[config.mk]
export PLATFORM = sky130hd
export DESIGN_NAME = thread_ctl_top
export DESIGN_NICKNAME = d
export VERILOG_FILES = /design/src/rtl/thread_ctl_pkg.sv /design/src/rtl/control_registers.sv /design/src/rtl/creg_access_stage.sv /design/src/rtl/thread_ctl_top.sv /design/src/rtl/thread_scheduler.sv /design/src/rtl/writeback_stage.sv
export SDC_FILE = /design/constraint.sdc
export NUM_CORES = 1
export LEC_CHECK = 0
export ABC_AREA = 1
export BUFFER_PORTS_ARGS = -buffer_cell sky130_fd_sc_hd__buf_2
export CAP_MARGIN = 15
export CORE_ASPECT_RATIO = 0.8
export CORE_MARGIN = 4
export CORE_UTILIZATION = 45
export CTS_CLUSTER_DIAMETER = 60
export DETAILED_ROUTE_END_ITERATION = 10
export GPL_TIMING_DRIVEN = 0
export PLACE_DENSITY = 0.68
export SLEW_MARGIN = 20
export SYNTH_ARGS = -nofsm -noshare
export SYNTH_HDL_FRONTEND = slang
export SYNTH_SLANG_ARGS = --single-unit
[constraint.sdc]
create_clock -name clk -period 3.7 [get_ports clk]
set_clock_uncertainty 0.05 [all_clocks]
set_input_delay 0.185 -clock clk [delete_from_list [all_inputs] [get_ports clk]]
set_output_delay 0.185 -clock clk [all_outputs]
set_load 0.1 [all_outputs]
[src/rtl/thread_ctl_pkg.sv]
// ~~~~~~~~~~~~~~~~~~~~~~~~~~~~~~~~~~~~~~~~~~~~~~~~~~
// Thread control shared definitions
// Constants, register and fault encodings, and the
// packed records that move between the scheduler,
// the control register path and the writeback stage
// ~~~~~~~~~~~~~~~~~~~~~~~~~~~~~~~~~~~~~~~~~~~~~~~~~~

package thread_ctl_pkg;

	// Number of hardware threads in one core
	localparam int THREADS_PER_CORE = 4;

	// A thread number, wide enough for every thread of the core
	typedef logic [$clog2(THREADS_PER_CORE) - 1:0] thread_idx_t;

	// One bit per thread, bit n belongs to thread n
	typedef logic [THREADS_PER_CORE - 1:0] thread_mask_t;

	// Identifier of the core, reported through CR_THREAD_ID
	typedef logic [3:0] core_id_t;

	// Data words and program counters share one width
	typedef logic [31:0] scalar_t;

	// Control register indexes
	// Indexes not listed here are unimplemented and raise a fault when accessed
	typedef enum logic [4:0]
	{
		CR_THREAD_ID = 5'd0,
		CR_FAULT_PC = 5'd2,
		CR_FAULT_REASON = 5'd3,
		CR_INTERRUPT_ENABLE = 5'd4,
		CR_HALT_THREAD = 5'd29,
		CR_THREAD_ENABLE = 5'd30,
		CR_HALT = 5'd31
	} control_register_t;

	// Reason stored with each fault
	// FR_RESET is what every thread reports until its first fault
	typedef enum logic [3:0]
	{
		FR_RESET = 4'd0,
		FR_ILLEGAL_CREG = 4'd1,
		FR_TRAP = 4'd2
	} fault_reason_t;

	// Operation carried by a control register request
	typedef enum logic [1:0]
	{
		OP_NOP = 2'd0,
		OP_CREG_READ = 2'd1,
		OP_CREG_WRITE = 2'd2,
		OP_TRAP = 2'd3
	} opcode_t;

	// Request as offered by the logic outside the slice
	// The value field is only meaningful for writes, trap_reason only for traps
	typedef struct packed
	{
		opcode_t op;
		control_register_t index;
		scalar_t value;
		scalar_t pc;
		fault_reason_t trap_reason;
	} creg_request_t;

	// Request paired with the thread the scheduler gave it to
	typedef struct packed
	{
		creg_request_t req;
		thread_idx_t thread;
	} issued_request_t;

	// One fault, as reported outside and as stored per thread
	typedef struct packed
	{
		fault_reason_t reason;
		scalar_t pc;
		thread_idx_t thread;
	} fault_record_t;

	// Result of a control register read, tagged with its thread
	typedef struct packed
	{
		scalar_t value;
		thread_idx_t thread;
	} read_result_t;

endpackage

[src/rtl/control_registers.sv]
// ~~~~~~~~~~~~~~~~~~~~~~~~~~~~~~~~~~~~~~~~~~~~~~~~~~
// Control register file
// Holds the thread and interrupt enables and the last
// fault of every thread, applies register writes and
// answers register reads
// ~~~~~~~~~~~~~~~~~~~~~~~~~~~~~~~~~~~~~~~~~~~~~~~~~~

module control_registers
#(
	parameter thread_ctl_pkg::core_id_t CORE_ID = 4'h0
)
(
	input logic clk,
	input logic reset,
	input logic creg_read_en,
	input logic creg_write_en,
	input thread_ctl_pkg::control_register_t creg_index,
	input thread_ctl_pkg::scalar_t creg_write_val,
	input thread_ctl_pkg::thread_idx_t creg_thread,
	input logic wb_fault,
	input thread_ctl_pkg::fault_record_t wb_fault_record,
	output logic read_valid_int,
	output thread_ctl_pkg::scalar_t read_val_int,
	output thread_ctl_pkg::thread_mask_t thread_enable,
	output thread_ctl_pkg::thread_mask_t interrupt_enable
);

	// Last fault of every thread
	thread_ctl_pkg::scalar_t fault_pc[thread_ctl_pkg::THREADS_PER_CORE];
	thread_ctl_pkg::fault_reason_t fault_reason[thread_ctl_pkg::THREADS_PER_CORE];

	// Enables and fault reasons, which have a defined state after reset
	always_ff @(posedge clk, posedge reset)
	begin
		if (reset)
		begin
			// Only thread 0 runs after reset
			thread_enable <= thread_ctl_pkg::thread_mask_t'(1);
			interrupt_enable <= '0;
			for (int i = 0; i < thread_ctl_pkg::THREADS_PER_CORE; i++)
				fault_reason[i] <= thread_ctl_pkg::FR_RESET;
		end
		else
		begin
			// A faulting thread has its interrupts turned off
			if (wb_fault)
			begin
				fault_reason[wb_fault_record.thread] <= wb_fault_record.reason;
				interrupt_enable[wb_fault_record.thread] <= 1'b0;
			end

			// A write in the same cycle comes last and so takes priority
			if (creg_write_en)
			begin
				case (creg_index)
					thread_ctl_pkg::CR_THREAD_ENABLE:
						thread_enable <= creg_write_val[thread_ctl_pkg::THREADS_PER_CORE - 1:0];
					thread_ctl_pkg::CR_HALT_THREAD:
						thread_enable[creg_thread] <= 1'b0;
					thread_ctl_pkg::CR_INTERRUPT_ENABLE:
						interrupt_enable[creg_thread] <= 1'b1;
					thread_ctl_pkg::CR_HALT:
						thread_enable <= '0;
					default:
						;
				endcase
			end
		end
	end

	// Fault pc storage only has meaning once the reason is no longer FR_RESET
	always_ff @(posedge clk)
	begin
		if (wb_fault)
			fault_pc[wb_fault_record.thread] <= wb_fault_record.pc;
	end

	// Read strobe, one cycle after the decode
	always_ff @(posedge clk, posedge reset)
	begin
		if (reset)
			read_valid_int <= 1'b0;
		else
			read_valid_int <= creg_read_en;
	end

	// Read data, looked up for the thread that made the request
	always_ff @(posedge clk)
	begin
		if (creg_read_en)
		begin
			case (creg_index)
				// Core id sits above the thread number
				thread_ctl_pkg::CR_THREAD_ID:
					read_val_int <= thread_ctl_pkg::scalar_t'({CORE_ID, creg_thread});
				thread_ctl_pkg::CR_FAULT_PC:
					read_val_int <= fault_pc[creg_thread];
				thread_ctl_pkg::CR_FAULT_REASON:
					read_val_int <= thread_ctl_pkg::scalar_t'(fault_reason[creg_thread]);
				default:
					read_val_int <= '0;
			endcase
		end
	end

	// The access stage must never hand over a read and a write at once
	no_read_with_write: assert property (@(posedge clk) disable iff (reset)
		!(creg_read_en && creg_write_en))
		else $error("Control register read and write in the same cycle");

endmodule

[src/rtl/creg_access_stage.sv]
// ~~~~~~~~~~~~~~~~~~~~~~~~~~~~~~~~~~~~~~~~~~~~~~~~~~
// Control register access stage
// Captures the accepted request with its thread and
// decodes it into read, write and trap strobes
// ~~~~~~~~~~~~~~~~~~~~~~~~~~~~~~~~~~~~~~~~~~~~~~~~~~

module creg_access_stage
(
	input logic clk,
	input logic reset,
	input logic req_valid,
	input thread_ctl_pkg::creg_request_t req,
	input logic issue_valid,
	input thread_ctl_pkg::thread_idx_t issue_thread,
	output logic creg_read_en,
	output logic creg_write_en,
	output thread_ctl_pkg::control_register_t creg_index,
	output thread_ctl_pkg::scalar_t creg_write_val,
	output thread_ctl_pkg::thread_idx_t creg_thread,
	output logic trap_valid,
	output thread_ctl_pkg::fault_record_t trap_record
);

	// The one request this stage holds
	thread_ctl_pkg::issued_request_t issued;
	logic issued_valid;

	logic request_accepted;
	logic op_read;
	logic op_write;
	logic op_trap;
	logic legal_read;
	logic legal_write;

	// Requests offered without an issue slot are dropped here
	assign request_accepted = req_valid && issue_valid;

	always_ff @(posedge clk, posedge reset)
	begin
		if (reset)
			issued_valid <= 1'b0;
		else
			issued_valid <= request_accepted;
	end

	always_ff @(posedge clk)
	begin
		if (request_accepted)
		begin
			issued.req <= req;
			issued.thread <= issue_thread;
		end
	end

	// Opcode decode, qualified by the stage holding a request
	assign op_read = issued_valid && issued.req.op == thread_ctl_pkg::OP_CREG_READ;
	assign op_write = issued_valid && issued.req.op == thread_ctl_pkg::OP_CREG_WRITE;
	assign op_trap = issued_valid && issued.req.op == thread_ctl_pkg::OP_TRAP;

	// Readable and writable register sets do not overlap
	assign legal_read = issued.req.index inside {thread_ctl_pkg::CR_THREAD_ID,
		thread_ctl_pkg::CR_FAULT_PC, thread_ctl_pkg::CR_FAULT_REASON};
	assign legal_write = issued.req.index inside {thread_ctl_pkg::CR_THREAD_ENABLE,
		thread_ctl_pkg::CR_HALT_THREAD, thread_ctl_pkg::CR_INTERRUPT_ENABLE,
		thread_ctl_pkg::CR_HALT};

	assign creg_read_en = op_read && legal_read;
	assign creg_write_en = op_write && legal_write;
	assign creg_index = issued.req.index;
	assign creg_write_val = issued.req.value;
	assign creg_thread = issued.thread;

	// An access to a missing register turns into a fault instead of a strobe
	assign trap_valid = op_trap || (op_read && !legal_read) || (op_write && !legal_write);

	always_comb
	begin
		// Traps keep the reason they were raised with
		if (op_trap)
			trap_record.reason = issued.req.trap_reason;
		else
			trap_record.reason = thread_ctl_pkg::FR_ILLEGAL_CREG;
		trap_record.pc = issued.req.pc;
		trap_record.thread = issued.thread;
	end

endmodule

[src/rtl/thread_ctl_top.sv]
// ~~~~~~~~~~~~~~~~~~~~~~~~~~~~~~~~~~~~~~~~~~~~~~~~~~
// Thread control top level
// Scheduler, register access stage, register file
// and writeback stage of one core, with the core id
// handed down to the register file
// ~~~~~~~~~~~~~~~~~~~~~~~~~~~~~~~~~~~~~~~~~~~~~~~~~~

module thread_ctl_top
#(
	parameter thread_ctl_pkg::core_id_t CORE_ID = 4'h5
)
(
	input logic clk,
	input logic reset,
	input logic req_valid,
	input thread_ctl_pkg::creg_request_t req,
	output logic issue_valid,
	output thread_ctl_pkg::thread_idx_t issue_thread,
	output logic read_valid,
	output thread_ctl_pkg::read_result_t read_result,
	output logic fault_valid,
	output thread_ctl_pkg::fault_record_t fault,
	output thread_ctl_pkg::thread_mask_t thread_enable,
	output thread_ctl_pkg::thread_mask_t interrupt_enable
);

	// Decode strobes from the access stage
	logic creg_read_en;
	logic creg_write_en;
	thread_ctl_pkg::control_register_t creg_index;
	thread_ctl_pkg::scalar_t creg_write_val;
	thread_ctl_pkg::thread_idx_t creg_thread;
	logic trap_valid;
	thread_ctl_pkg::fault_record_t trap_record;

	// Register file read path into writeback
	logic read_valid_int;
	thread_ctl_pkg::scalar_t read_val_int;

	// Faults returned from writeback for storage
	logic wb_fault;
	thread_ctl_pkg::fault_record_t wb_fault_record;

	// The scheduler follows the enables held in the register file
	thread_scheduler thread_scheduler_inst (
		.clk(clk),
		.reset(reset),
		.thread_enable(thread_enable),
		.req_valid(req_valid),
		.issue_valid(issue_valid),
		.issue_thread(issue_thread)
	);

	creg_access_stage creg_access_stage_inst (
		.clk(clk),
		.reset(reset),
		.req_valid(req_valid),
		.req(req),
		.issue_valid(issue_valid),
		.issue_thread(issue_thread),
		.creg_read_en(creg_read_en),
		.creg_write_en(creg_write_en),
		.creg_index(creg_index),
		.creg_write_val(creg_write_val),
		.creg_thread(creg_thread),
		.trap_valid(trap_valid),
		.trap_record(trap_record)
	);

	control_registers #(
		.CORE_ID(CORE_ID)
	) control_registers_inst (
		.clk(clk),
		.reset(reset),
		.creg_read_en(creg_read_en),
		.creg_write_en(creg_write_en),
		.creg_index(creg_index),
		.creg_write_val(creg_write_val),
		.creg_thread(creg_thread),
		.wb_fault(wb_fault),
		.wb_fault_record(wb_fault_record),
		.read_valid_int(read_valid_int),
		.read_val_int(read_val_int),
		.thread_enable(thread_enable),
		.interrupt_enable(interrupt_enable)
	);

	writeback_stage writeback_stage_inst (
		.clk(clk),
		.reset(reset),
		.read_valid_int(read_valid_int),
		.read_val_int(read_val_int),
		.creg_thread(creg_thread),
		.trap_valid(trap_valid),
		.trap_record(trap_record),
		.read_valid(read_valid),
		.read_result(read_result),
		.fault_valid(fault_valid),
		.fault(fault),
		.wb_fault(wb_fault),
		.wb_fault_record(wb_fault_record)
	);

endmodule

[src/rtl/thread_scheduler.sv]
// ~~~~~~~~~~~~~~~~~~~~~~~~~~~~~~~~~~~~~~~~~~~~~~~~~~
// Round-robin thread scheduler
// Points at one enabled thread at a time and moves on
// to the next enabled thread after each accepted
// request, or when its thread gets disabled
// ~~~~~~~~~~~~~~~~~~~~~~~~~~~~~~~~~~~~~~~~~~~~~~~~~~

module thread_scheduler
(
	input logic clk,
	input logic reset,
	input thread_ctl_pkg::thread_mask_t thread_enable,
	input logic req_valid,
	output logic issue_valid,
	output thread_ctl_pkg::thread_idx_t issue_thread
);

	// Thread that owns the current issue slot
	thread_ctl_pkg::thread_idx_t current_thread;

	// Next enabled thread after current_thread, in rising order with wraparound
	thread_ctl_pkg::thread_idx_t next_thread;
	thread_ctl_pkg::thread_idx_t candidate;
	logic found;

	logic request_accepted;
	logic advance;

	// The slot is only offered while its thread is still enabled
	assign issue_valid = thread_enable[current_thread];
	assign issue_thread = current_thread;

	assign request_accepted = req_valid && issue_valid;

	// Move on after a request, or right away when the thread has been disabled
	assign advance = request_accepted || !issue_valid;

	// Search the threads after the current one; the last candidate is the
	// current thread itself, so a lone enabled thread keeps the slot
	always_comb
	begin
		next_thread = current_thread;
		candidate = current_thread;
		found = 1'b0;
		for (int i = 1; i <= thread_ctl_pkg::THREADS_PER_CORE; i++)
		begin
			candidate = thread_ctl_pkg::thread_idx_t'(current_thread + i);
			if (!found && thread_enable[candidate])
			begin
				next_thread = candidate;
				found = 1'b1;
			end
		end
	end

	// With no thread enabled next_thread equals current_thread and the pointer rests
	always_ff @(posedge clk, posedge reset)
	begin
		if (reset)
			current_thread <= '0;
		else if (advance)
			current_thread <= next_thread;
	end

	// An empty slot with some thread enabled is filled again one cycle later,
	// unless the enables themselves changed at that edge
	empty_slot_refilled: assert property (@(posedge clk) disable iff (reset)
		(!issue_valid && thread_enable != '0)
		|=> (issue_valid || thread_enable != $past(thread_enable)))
		else $error("Scheduler left the slot empty with thread %0d", issue_thread);

	// With more than one thread enabled an accepted request always hands the slot on
	rotation_moves_on: assert property (@(posedge clk) disable iff (reset)
		(request_accepted && $countones(thread_enable) > 1)
		|=> issue_thread != $past(issue_thread))
		else $error("Scheduler kept thread %0d after a request", issue_thread);

endmodule

[src/rtl/writeback_stage.sv]
// ~~~~~~~~~~~~~~~~~~~~~~~~~~~~~~~~~~~~~~~~~~~~~~~~~~
// Writeback stage
// Presents register read results and fault records
// at the outputs, and returns each fault to the
// control register file for storage
// ~~~~~~~~~~~~~~~~~~~~~~~~~~~~~~~~~~~~~~~~~~~~~~~~~~

module writeback_stage
(
	input logic clk,
	input logic reset,
	input logic read_valid_int,
	input thread_ctl_pkg::scalar_t read_val_int,
	input thread_ctl_pkg::thread_idx_t creg_thread,
	input logic trap_valid,
	input thread_ctl_pkg::fault_record_t trap_record,
	output logic read_valid,
	output thread_ctl_pkg::read_result_t read_result,
	output logic fault_valid,
	output thread_ctl_pkg::fault_record_t fault,
	output logic wb_fault,
	output thread_ctl_pkg::fault_record_t wb_fault_record
);

	// Thread of the read now being looked up in the register file
	// The read data lags the decode by one cycle, so the thread is held to match
	thread_ctl_pkg::thread_idx_t read_thread;

	always_ff @(posedge clk)
	begin
		read_thread <= creg_thread;
	end

	// Strobes carry reset, payloads follow them
	always_ff @(posedge clk, posedge reset)
	begin
		if (reset)
		begin
			read_valid <= 1'b0;
			fault_valid <= 1'b0;
		end
		else
		begin
			read_valid <= read_valid_int;
			fault_valid <= trap_valid;
		end
	end

	always_ff @(posedge clk)
	begin
		if (read_valid_int)
		begin
			read_result.value <= read_val_int;
			read_result.thread <= read_thread;
		end

		// Traps and illegal accesses arrive here already formed as fault records
		if (trap_valid)
			fault <= trap_record;
	end

	// The register file stores exactly the fault that the outputs show
	assign wb_fault = fault_valid;
	assign wb_fault_record = fault;

	// A read result and a fault come from different requests in different stages
	// and must never carry the same request, so a fault never has a result behind it
	fault_has_no_result: assert property (@(posedge clk) disable iff (reset)
		trap_valid |=> !read_valid_int)
		else $error("Faulting request also produced a read");

endmodule

; ---- Yosys cells after proc, flatten, opt, wreduce, memory -nomap -nowiden
; Memory sizes are Yosys's and may differ from the RTL's. A register that Yosys moved wholly into a read port is not among the register bits.
; Index checks and enable logic that the tools add are counted.
[totals]
output_inout_bits = 85
wordCells = 122
in_bits = 78
n_memories = 1
ff_bits = 185
mem_bits_rw = 128
[mem_list]
columns = name, words, width, rd, rd_ports_with_merged_regs, write_ports, line_no
row1 = control_registers_inst.fault_pc, 4, 32, 1, 1, 1, control_registers.sv:29  ; thread_ctl_pkg::scalar_t fault_pc[thread_ctl_pkg::THREADS_PER_CORE];
[classes]
n_lt_le_gt_ge = 12
n_bitwise = 7
n_mux = 35
add_sub_neg = 4
eq_ne = 9
n_reduce_logical = 30
[ops]
columns = cell, count
row1 = $pmux W32 S3, 1
row2 = $mux W4, 6
row3 = $lt A2 B3 Y1 const B, 7
row4 = $bwmux W16, 1
row5 = $eq A5 B5 Y1 const B, 3
row6 = $logic_and A1 B1 Y1, 14
row7 = $mux W1, 12
row8 = $pmux W4 S3, 1
row9 = $bmux W1 S2, 5
row10 = $eq A5 B2 Y1 const B, 2
row11 = $mux W2, 5
row12 = $and A4 B4 Y4, 2
row13 = $bmux W4 S2, 1
row14 = $demux W4 S2, 1
row15 = $not A4 Y4, 2
row16 = $reduce_bool A4 Y1, 2
row17 = $ge A3 B3 Y1 const B, 2
row18 = $logic_not A1 Y1, 6
row19 = $not A2 Y3, 2
row20 = $reduce_bool A3 Y1, 2
row21 = $eq A5 B3 Y1 const B, 1
row22 = $logic_not A5 Y1, 1
row23 = $add A2 B1 Y2 const B, 2
row24 = $add A2 B2 Y2 const B, 2
row25 = other kinds (8), 14

; ---- Depth between registers and ports, before layout
; Gate-level depths: netlist of run 1.
[depth]
word_depth = 14
depth_mapped = 11
mapped_depth_nobuf = 11

; ---- By module
; A second synthesis of run 1 with hierarchy kept.
[unflattened]
cells_unflattened = 931
hier_area_um2 = 13088.8
[by_module_without_submodules]
columns = module, area_each_um2, n_inst, seq_area_each_um2, cells_per_inst
row1 = control_registers, 7163.1, 1, 5431.5, 561
row2 = creg_access_stage, 3022.9, 1, 2337.2, 185
row3 = writeback_stage, 2548.7, 1, 2252.2, 116
row4 = thread_scheduler, 354.1, 1, 50.0, 69

; ---- Worst setup path before layout of run 1
; OpenSTA, ideal clock, no wires.
[synth_path]
path_type = flip-flop to flip-flop
startpoint = register writeback_stage_inst.fault_valid
endpoint = register control_registers_inst.interrupt_enable[1]
path_buffers = 0
setup_time_ns = 0.128
t_required_ns = 3.522
path_slack_ns = -0.750
stages_incl_launch_ff = 6
arrival_ns = 4.272
period_less_slack_ns = 4.450
path_cell_list = dfrtp_1 > inv_1 > nor3_1 > inv_1 > nand2_1 > o31ai_1
[synth_via]
elab_chain_cells = 4
[synth_rtl]
columns = item, line_no
row1 = start: declaration, writeback_stage.sv:19  ; output logic fault_valid,
row2 = start signal: assignment, writeback_stage.sv:45  ; fault_valid <= trap_valid;
row3 = $mux W4 (*), control_registers.sv:46  ; if (wb_fault)
row4 = $or A4 B4 Y4 (no source line), n/a
row5 = $mux W4, control_registers.sv:55  ; case (creg_index)
row6 = $mux W4 (*), control_registers.sv:53  ; if (creg_write_en)
row7 = end signal: assignment, control_registers.sv:39  ; interrupt_enable <= '0;
row8 = end signal: indexed assignment, control_registers.sv:49  ; interrupt_enable[wb_fault_record.thread] <= 1'b0;
row9 = end signal: indexed assignment, control_registers.sv:61  ; interrupt_enable[creg_thread] <= 1'b1;
row10 = end: declaration, control_registers.sv:25  ; output thread_ctl_pkg::thread_mask_t interrupt_enable
; Every way passes the cells marked *; elsewhere a longest branch is shown, timed or not.
; A chain may end at the register's enable or synchronous reset.

; ---- Worst setup path in the final report of run 1
[layout_path]
startpoint = register thread_scheduler_inst.current_thread[0], in the netlist thread_scheduler_inst.issue_thread[0]
endpoint = register creg_access_stage_inst.issued, in the netlist creg_access_stage_inst.trap_record[27] (enable)
[layout_via]
elab_chain_cells = 3
[layout_rtl]
columns = item, line_no
row1 = start: declaration, thread_scheduler.sv:19  ; thread_ctl_pkg::thread_idx_t current_thread;
row2 = start signal: assignment, thread_scheduler.sv:62  ; current_thread <= next_thread;
row3 = $bmux W1 S2, thread_scheduler.sv:30  ; assign issue_valid = thread_enable[current_thread];
row4 = $mux W1 (implied by the code), thread_scheduler.sv:30
row5 = $logic_and A1 B1 Y1, creg_access_stage.sv:36  ; assign request_accepted = req_valid && issue_valid;
row6 = named net creg_access_stage_inst.request_accepted, creg_access_stage.sv:28  ; logic request_accepted;
row7 = end: declaration, creg_access_stage.sv:25  ; thread_ctl_pkg::issued_request_t issued;
; The timed path passes the listed nets, and every way through them passes these cells. The select of a mux whose other input is x is not followed.

==> out/qor.yml, run 1 <==
pwr-share-comb: 0.010
portBuffers: 134
ff2ff_setup_slack_ns: 1.29
timing_worst_setup_path_type: "reg -> reg"
numCtsBuffers: 31
rsz0062_at_grt: "false"
drive_gt1_frac: 0.252
swShare: 0.181
cts-root-buf: "clkbuf_16"
ys_seq_elements: 315
drtIter0Drc: 500
hp-class: "in -> async"
maxSlewViolCount: 0
start_util: 0.463
die-height_um: 150
finalSetupTns_ns: 0
post_cts_resized: 0
dieArea_um2: 28000
grt_max_degree: 31
cts_buffer_depth: 3
power_density_nw_per_um2: 482
p_int_mw: 5.61
power_frac_seq: 0.558
netlist_instances: 770
fillCellCount: 1899
fin_cells: 1345
synth_ff_type: "edfxtp_1"
vias: 6638
grtUsageTotal: 0.166
area_growth_pct: 24.9
core_area_um2: 24600
synth_warnings: 0
max-vdd-ir-drop_mv: 0.316
required_ns: 3.93
wl_per_cell_um: 17.2
clockPowerShare: 0.431
status: "complete, no violations"
synthTopCellsByCount: "281 x edfxtp_1, 121 x nor2_1, 86 x nand2_1, 58 x o21ai_0, 41 x inv_1"
max_freq_ghz: 0.416
antenna_found_initial: 0
syn-cell-area_um2: 11400
synth.most_common_cell: "edfxtp_1"
synth_nets: 848
worstReg2RegEnd: "creg_access_stage_inst.trap_record[27]$_DFFE_PP_"
crit_fanout: 29
p_sw_mw: 1.24
start_kind: "register"
tightest_slew_ns: 0.777
finalPower_mw: 6.85
h-tree-depth: 1
routed_wl_um: 23100
hold_viol: 0
nets: 1081
ant_nets: 0
synth_area_per_cell_um2: 14.8
cts.clk_slew.worst_paths_ns: 0.06
fp.dieW_um: 186
vias_per_cell: 4.94
post-cts-setup-buffer-count: 0
leakage_nw: 5.36
r2r_cells: 8
grt_pass1_wl_um: 36200
synthArstFlopShare: 0.0952
cts.sink_count: 315
rr_startpoint: "thread_scheduler_inst.issue_thread[0]$_DFFE_PP0P_"
place.gp.congestion: 0.815
ys_seq_area_frac: 0.813
overflow: 0
first_pass_iters: 5
crit_arrival_ns: 2.64
setup_viol: 0
row_count: 51
cap_violations: 0
synth.top_cells.by_area: "edfxtp_1 74%, dfrtp_1 6.4%, nor2_1 4.0%"
grt_pass1_vias: 6552
antenna_cells: 0
cp-end-kind: "register"
drc_errors: 0
period_share: 0.650
tritoncts: "yes"
hpwlAfterDp_um: 15600
seqCellArea_um2: 9270
synth_edf_count: 281
min_period_ns: 2.41
synth_top_area_cell: "edfxtp_1"
final_util: 0.578
multi_input_area_um2: 1870
dp.cells: 1239
synth_top_cell_area_share: 0.740
max-slew-margin-rel: 0.480
synth_cell_type_count: 31
clk_latency_ns: 0.54
pin_count: 163
==> per-stage QoR <==
| step | worst slack [ns] | instance area, um^2 | hold WS [ns] |
|---|---|---|---|
| 3_3_place_gp | -1.23 | 12500 | 0.311 |
| 4_1_cts | 1.25 | 14200 | 0.231 |
| 5_1_grt | 1.12 | 14200 | 0.283 |
| 3_5_place_dp | 1.27 | 12800 | 0.261 |
| 2_1_floorplan | 0.101 | 11400 | 0.225 |
| 6_report | 1.29 | 14200 | 0.241 |
==> repair_timing <==
action | CTS | global route
hold buffers | 49 | 0
setup endpoints to repair | 0 | 0
endpoints found under the hold margin | 77 | 0
==> metal layers <==
metal  track usage  part of all wire
met1         0.239              0.46
met2         0.269              0.47
met3        0.0285             0.054
met5             0                 0
met4        0.0368             0.018
==> power groups by stage <==
stage	registers, mW	logic [mW]	clock network (mW)
after CTS	3.83	0.0716	3.02
final	3.83	0.0714	2.96
after global placement	3.90	0.0307	0
after global routing	3.82	0.0801	3.18
after detailed placement	3.90	0.0320	0
after floorplan	3.90	0.00503	0
==> area by class of cell <==
type | count | share of cell area
buffer | 23 | 0.00870
sequential | 315 | 0.651
tap | 318 | 0.0280
multi-input combinational | 381 | 0.131
clock inverter | 8 | 0.00466
inverter | 51 | 0.0137
clock buffer | 49 | 0.0635
timing repair buffer | 200 | 0.0990
==> sequential cells by signal (all words and copies together) (netlist names), named ones only <==
signal	cells
thread_scheduler_inst.issue_thread	2
control_registers_inst.read_valid_int	1
creg_access_stage_inst.issued_valid	1
creg_access_stage_inst.creg_write_val	4
creg_access_stage_inst.creg_index	5
creg_access_stage_inst.creg_thread	2
control_registers_inst.thread_enable	4
creg_access_stage_inst.issued	6
control_registers_inst.interrupt_enable	4
writeback_stage_inst.read_valid	1
writeback_stage_inst.fault_valid	1
control_registers_inst.read_val_int	32
writeback_stage_inst.read_thread	2
writeback_stage_inst.read_result	34
control_registers_inst.fault_pc	128
control_registers_inst.fault_reason	16
writeback_stage_inst.fault	38
creg_access_stage_inst.trap_record	32
==> layout by cell type (no fill, tap or decap), types with 5 or more instances in the layout <==
cell type | netlist | routed
dlygate4sd3_1 | 0 | 49
buf_8 | 0 | 7
clkbuf_8 | 0 | 6
a21oi_1 | 14 | 14
buf_2 | 6 | 140
edfxtp_1 | 281 | 281
o21ai_1 | 22 | 22
inv_2 | 10 | 11
a21oi_2 | 20 | 20
nand2_2 | 6 | 6
clkbuf_1 | 11 | 23
buf_6 | 2 | 6
buf_4 | 4 | 7
clkbuf_16 | 0 | 31
clkinv_2 | 0 | 5
o21ai_0 | 58 | 58
dfrtp_1 | 29 | 28
o22ai_1 | 7 | 6
nand2_1 | 86 | 86
nor2_1 | 121 | 121
inv_1 | 41 | 39
nand3_1 | 18 | 18
==> worst max-delay path by stage <==
stage	cells past startpoint	to	start	slack, ns
final	8	creg_access_stage_inst.trap_record[27]$_DFFE_PP_	thread_scheduler_inst.issue_thread[0]$_DFFE_PP0P_	1.29
after global routing	8	creg_access_stage_inst.trap_record[18]$_DFFE_PP_	thread_scheduler_inst.issue_thread[0]$_DFFE_PP0P_	1.12
after CTS	8	creg_access_stage_inst.trap_record[23]$_DFFE_PP_	thread_scheduler_inst.issue_thread[0]$_DFFE_PP0P_	1.25
after floorplan	6	creg_access_stage_inst.creg_index[0]$_DFFE_PP_	thread_scheduler_inst.issue_thread[0]$_DFFE_PP0P_	0.10
after global placement	3	control_registers_inst.read_val_int[17]$_SDFFCE_PN0P_	creg_access_stage_inst.creg_index[2]$_DFFE_PP_	-1.23
after detailed placement	8	creg_access_stage_inst.trap_record[25]$_DFFE_PP_	thread_scheduler_inst.issue_thread[0]$_DFFE_PP0P_	1.27
==> worst max-delay path, cell delays in order, from the launching register on <==
cell        delay, ns
dfrtp_1          0.42
buf_4            0.19
nand2_1          0.09
nand2_1          0.08
nand2_1          0.06
nand2_1          0.08
nand2_1          0.19
clkinvlp_4       0.57
buf_12           0.40
==> cell families (layout without fill, tap and decap cells) <==
family                 Yosys count  count (layout)  share of synthesized area
AND/OR/NAND/NOR                248             248                     0.0902
buffers and inverters           74             331                     0.0277
flip-flops                     315             315                      0.813
AO/OA/AOI/OAI                  133             133                     0.0687
Power figures use the tool's default switching activity.
==> run 2, diff against run 1 <==
Clock period 3.7 ns to 2 ns, I/O delays scaled along.
==> run 2 against run 1 <==
Cell count rose by 0.45%; combinational power rose by 89%; first-iteration DRC count fell by 7.2%; clock power rose by 98%; register-to-register slack got worse by 1.2 ns; hold slack got worse by 0.070 ns.
==> out/qor.yml, run 2 (synthesis results as in run 1) <==
status: "complete, no violations"
vias: 6810
crit_slowest_cell: "dfrtp_4"
layout_common_cells: "281 x edfxtp_1, 139 x buf_2, 121 x nor2_1, 81 x nand2_1, 55 x o21ai_0"
drive_gt1_frac: 0.278
cts.sink_count: 315
max-slew-margin-rel: 0.534
vias_per_cell: 5.04
crit_family: "flip-flops"
maxSlewViolCount: 0
top_regs: "control_registers_inst.fault_pc: 128 flops, writeback_stage_inst.fault: 38 flops, writeback_stage_inst.read_result: 34 flops"
p_int_mw: 10.6
regMostFlops: "control_registers_inst.fault_pc"
dpl_worst_slack_ns: -0.383
cp-end-kind: "output pin"
first_pass_iters: 5
pwr-share-comb: 0.010
cts-root-buf: "clkbuf_16"
dp.cells: 1238
routed_wl_um: 23800
rr_startpoint: "thread_scheduler_inst.issue_thread[0]$_DFFE_PP0P_"
fin_cells: 1351
finalSetupTns_ns: 0
start_util: 0.463
stdcell_area_um2: 14500
clk_latency_ns: 0.56
row_count: 51
nets: 1086
r2r_cells: 6
ff2ff_setup_slack_ns: 0.11
largest_reg_flops: 128
fillCellCount: 1840
area_growth_pct: 27.0
wl_per_cell_um: 17.6
portBuffers: 134
setup_viol: 0
swShare: 0.191
power_density_nw_per_um2: 903
rsz0062_at_grt: "false"
min_period_ns: 1.90
crit_arrival_ns: 1.75
required_ns: 1.85
power_frac_seq: 0.542
overflow: 0
die-height_um: 150
final_common_cell: "edfxtp_1"
leakage_nw: 5.43
tritoncts: "yes"
timing.final.ws_setup_ns: 0.0986
worstReg2RegEnd: "creg_access_stage_inst.trap_record[7]$_DFFE_PP_"
path_buf_inv: 2
pin_count: 163
hold_viol: 0
crit_fanout: 9
hold_ws_ns: 0.170
cap_violations: 0
final_util: 0.587
p_sw_mw: 2.49
post_dp_cell_area_um2: 12900
core_area_um2: 24600
hpwlAfterDp_um: 15500
numCtsBuffers: 31
h-tree-depth: 1
clockPowerShare: 0.448
crit_chain: "inv_2 > nand2_1 > nand2_2 > nand2_4 > nand2_8 > buf_8"
timing_worst_setup_path_type: "reg -> out"
period_share: 0.951
slowest_delay_ns: 0.49
cts_buffer_depth: 3
antenna_found_initial: 0
antenna_cells: 0
cts.clk_slew.worst_paths_ns: 0.07
grt_pass1_wl_um: 36800
hp-class: "in -> async"
max_freq_ghz: 0.526
finalPower_mw: 13.1
fp.dieW_um: 186
start_kind: "register"
tightest_slew_ns: 0.697
ant_nets: 0
max-vdd-ir-drop_mv: 0.628
grt_pass1_vias: 6816
dieArea_um2: 28000
grt_max_degree: 31
drtIter0Drc: 464
place.gp.congestion: 0.784
drc_errors: 0
grtUsageTotal: 0.171
run 2: changes by cell type in the layout (fill, tap and decap cells not counted), moves of 3 or more:
cell / before / now
clkbuf_1: 23 / 14
clkbuf_8: 6 / 0
dfrtp_1: 28 / 22
dfrtp_2: 1 / 6
nand2_1: 86 / 81
clkinvlp_4: 2 / 6
buf_12: 1 / 4
bufinv_16: 1 / 4
inv_1: 39 / 36
inv_2: 11 / 14
inv_6: 0 / 3
o21ai_0: 58 / 55
o21ai_1: 22 / 25
run 2: layout make-up:
type	instances	area, um^2	share of cell area
repair inverters	1	7.51	0.000519
inverters	51	195	0.0135
flip-flops and latches	315	9280	0.641
multi-input cells	381	1910	0.132
plain buffers	23	128	0.00882
clock buffers	34	787	0.0544
well taps	318	398	0.0275
repair buffers	204	1510	0.104
clock inverters	24	254	0.0176
run 2: what timing repair did:
action,in CTS,in global routing
cloned,1,0
pin swaps,1,2
hold endpoints to repair,81,0
buffers inserted,2,3
hold buffers,49,0
setup endpoints to repair,67,32
gates resized for setup,3,1
run 2: power by group through the flow:
| stage | Clock [mW] | Sequential, mW | Combinational (mW) |
|---|---|---|---|
| after CTS | 5.98 | 7.08 | 0.133 |
| after floorplan | 0 | 7.22 | 0.00943 |
| after global placement | 0 | 7.22 | 0.0575 |
| after detailed placement | 0 | 7.22 | 0.0600 |
| final | 5.85 | 7.08 | 0.135 |
| after global routing | 6.27 | 7.07 | 0.150 |
run 2: worst min-delay path: stages:
cell and delay (ns):
dlygate4sd3_1 0.55, buf_2 0.13, inv_2 0.48
run 2: worst max path at each step:
stage,slack (ns),cells past startpoint,start,endpoint
floorplan,-0.66,5,writeback_stage_inst.fault[0]$_DFFE_PP_,control_registers_inst.interrupt_enable[1]$_DFF_PP0_
global placement,-0.75,5,writeback_stage_inst.fault[0]$_DFFE_PP_,control_registers_inst.fault_reason[9]$_DFFE_PP0P_
detailed placement,-0.38,7,thread_scheduler_inst.issue_thread[0]$_DFFE_PP0P_,creg_access_stage_inst.trap_record[28]$_DFFE_PP_
CTS,0.05,6,thread_scheduler_inst.issue_thread[0]$_DFFE_PP0P_,issue_valid
global route,0.002,6,thread_scheduler_inst.issue_thread[0]$_DFFE_PP0P_,issue_valid
finish,0.1,6,thread_scheduler_inst.issue_thread[0]$_DFFE_PP0P_,issue_valid
run 2: per-layer routing:
layer  part of all wire  vias to the layer above  global-route usage
met5                  0                        -                   0
met4              0.022                        0              0.0437
met3              0.057                       43              0.0246
met2               0.49                      213               0.287
met1               0.44                     3316               0.237
li1                   -                     3238                   -
==> run 3, diff against run 2 <==
Settings changed: ABC_CLOCK_PERIOD_IN_PS set to 2000, CORE_MARGIN 4 to unset, CTS_CLUSTER_DIAMETER 60 to 30.
==> run 3 against run 2 <==
The run now ends with DRC left; cell area increased by 5.6%; non-clock buffer count fell by 2; wire length rose by 0.43%; sequential power is essentially flat; hold slack got worse by 0.014 ns; clock power grew 61%; register-to-register slack improved by 0.05 ns; critical endpoint unchanged; largest power group is now the clock network.
==> out/qor.yml, run 3 (synthesis results as in run 1) <==
regMostFlops: "control_registers_inst.fault_pc"
tightest_slew_ns: 0.657
period_share: 0.947
routed_wl_um: 23900
max-slew-margin-rel: 0.562
violations: "DRC"
final_common_cell: "edfxtp_1"
crit_slowest_cell: "dfrtp_4"
die-height_um: 144
drc_errors: 9
cts.clk_slew.worst_paths_ns: 0.05
grt_pass1_wl_um: 37000
start_util: 0.464
nets: 1105
grt_pass1_vias: 6851
row_count: 51
dpl_worst_slack_ns: -0.297
cap_violations: 0
stdcell_area_um2: 15300
overflow: 0
min_period_ns: 1.89
hold_ws_ns: 0.156
hpwlAfterDp_um: 15100
ff2ff_setup_slack_ns: 0.16
crit_family: "flip-flops"
hp-class: "in -> async"
layout_common_cells: "281 x edfxtp_1, 139 x buf_2, 121 x nor2_1, 81 x nand2_1, 55 x o21ai_0"
first_pass_iters: 8
grtUsageTotal: 0.188
rr_startpoint: "writeback_stage_inst.fault[0]$_DFFE_PP_"
timing.final.ws_setup_ns: 0.106
core_area_um2: 24600
place.gp.congestion: 0.807
h-tree-depth: 2
cts.sink_count: 315
antenna_found_initial: 0
rsz0062_at_grt: "false"
area_growth_pct: 34.0
max_freq_ghz: 0.528
tritoncts: "yes"
vias: 6830
required_ns: 1.85
crit_fanout: 9
cts_buffer_depth: 3
dieArea_um2: 26000
crit_arrival_ns: 1.74
max-vdd-ir-drop_mv: 0.738
slowest_delay_ns: 0.49
maxSlewViolCount: 0
power_density_nw_per_um2: 1090
status: "finished with violations"
setup_viol: 0
hold_viol: 0
largest_reg_flops: 128
clk_latency_ns: 0.55
dp.cells: 1239
worstReg2RegEnd: "control_registers_inst.fault_pc[1][3]$_DFFE_PP_"
portBuffers: 134
start_kind: "register"
timing_worst_setup_path_type: "reg -> out"
ant_nets: 0
cts-root-buf: "clkbuf_16"
fin_cells: 1384
pin_count: 163
antenna_cells: 0
numCtsBuffers: 52
drive_gt1_frac: 0.301
post_dp_cell_area_um2: 12900
crit_chain: "inv_2 > nand2_1 > nand2_2 > nand2_4 > nand2_8 > buf_8"
drtIter0Drc: 495
cp-end-kind: "output pin"
vias_per_cell: 4.93
path_buf_inv: 2
finalSetupTns_ns: 0
r2r_cells: 4
fp.dieW_um: 180
grt_max_degree: 31
fillCellCount: 1767
top_regs: "control_registers_inst.fault_pc: 128 flops, writeback_stage_inst.fault: 38 flops, writeback_stage_inst.read_result: 34 flops"
wl_per_cell_um: 17.3
leakage_nw: 5.81
run 3: worst max-delay path by stage:
stage	from	end	depth (start not counted)	slack, ns
after floorplan	writeback_stage_inst.fault[0]$_DFFE_PP_	control_registers_inst.interrupt_enable[1]$_DFF_PP0_	5	-0.66
after global placement	writeback_stage_inst.fault[0]$_DFFE_PP_	control_registers_inst.fault_reason[9]$_DFFE_PP0P_	5	-0.79
after detailed placement	thread_scheduler_inst.issue_thread[0]$_DFFE_PP0P_	creg_access_stage_inst.trap_record[25]$_DFFE_PP_	8	-0.30
after CTS	thread_scheduler_inst.issue_thread[0]$_DFFE_PP0P_	issue_valid	6	0.002
after global routing	thread_scheduler_inst.issue_thread[0]$_DFFE_PP0P_	issue_valid	6	0.009
final	thread_scheduler_inst.issue_thread[0]$_DFFE_PP0P_	issue_valid	6	0.11
run 3: per-layer routing:
| layer | wire length, um | global-route usage |
|---|---|---|
| met1 | 10400 | 0.236 |
| met2 | 11700 | 0.322 |
| met3 | 1410 | 0.0466 |
| met4 | 381 | 0.0622 |
| met5 | 0 | 0 |
run 3: per-stage QoR:
step / power (mW) / utilization
2_1_floorplan: 7.23 / -
3_3_place_gp: 7.28 / 0.512
3_5_place_dp: 7.28 / 0.524
4_1_cts: 16.8 / 0.621
5_1_grt: 17.1 / 0.622
6_report: 16.7 / 0.622
run 3: power breakdown:
part	switching, mW	internal [mW]
clock network	3.08	6.35
registers	0	7.09
logic	0.0393	0.0955
total	3.12	13.5
run 3: cell type report:
type	count	area, um^2	share of cell area
Buffer	23	128	0.00835
Clock buffer	60	1400	0.0919
Clock inverter	33	484	0.0317
Inverter	51	195	0.0128
Multi-Input combinational cell	381	1910	0.125
Sequential cell	315	9280	0.608
Tap cell	318	398	0.0260
Timing Repair Buffer	202	1470	0.0959
Timing Repair inverter	1	7.51	0.000491
run 3: tightest hold or removal path: stages:
cell and delay [ns]:
dlygate4sd3_1 0.53, buf_2 0.12, inv_2 0.47
run 3: repair_timing:
action	4_1_cts	5_1_grt
setup buffers	2	0
pin swaps	1	0
gates resized for setup	2	2
hold buffers	49	0
cloned	1	0
endpoints found under the hold margin	80	0
endpoints found under the setup margin	51	1
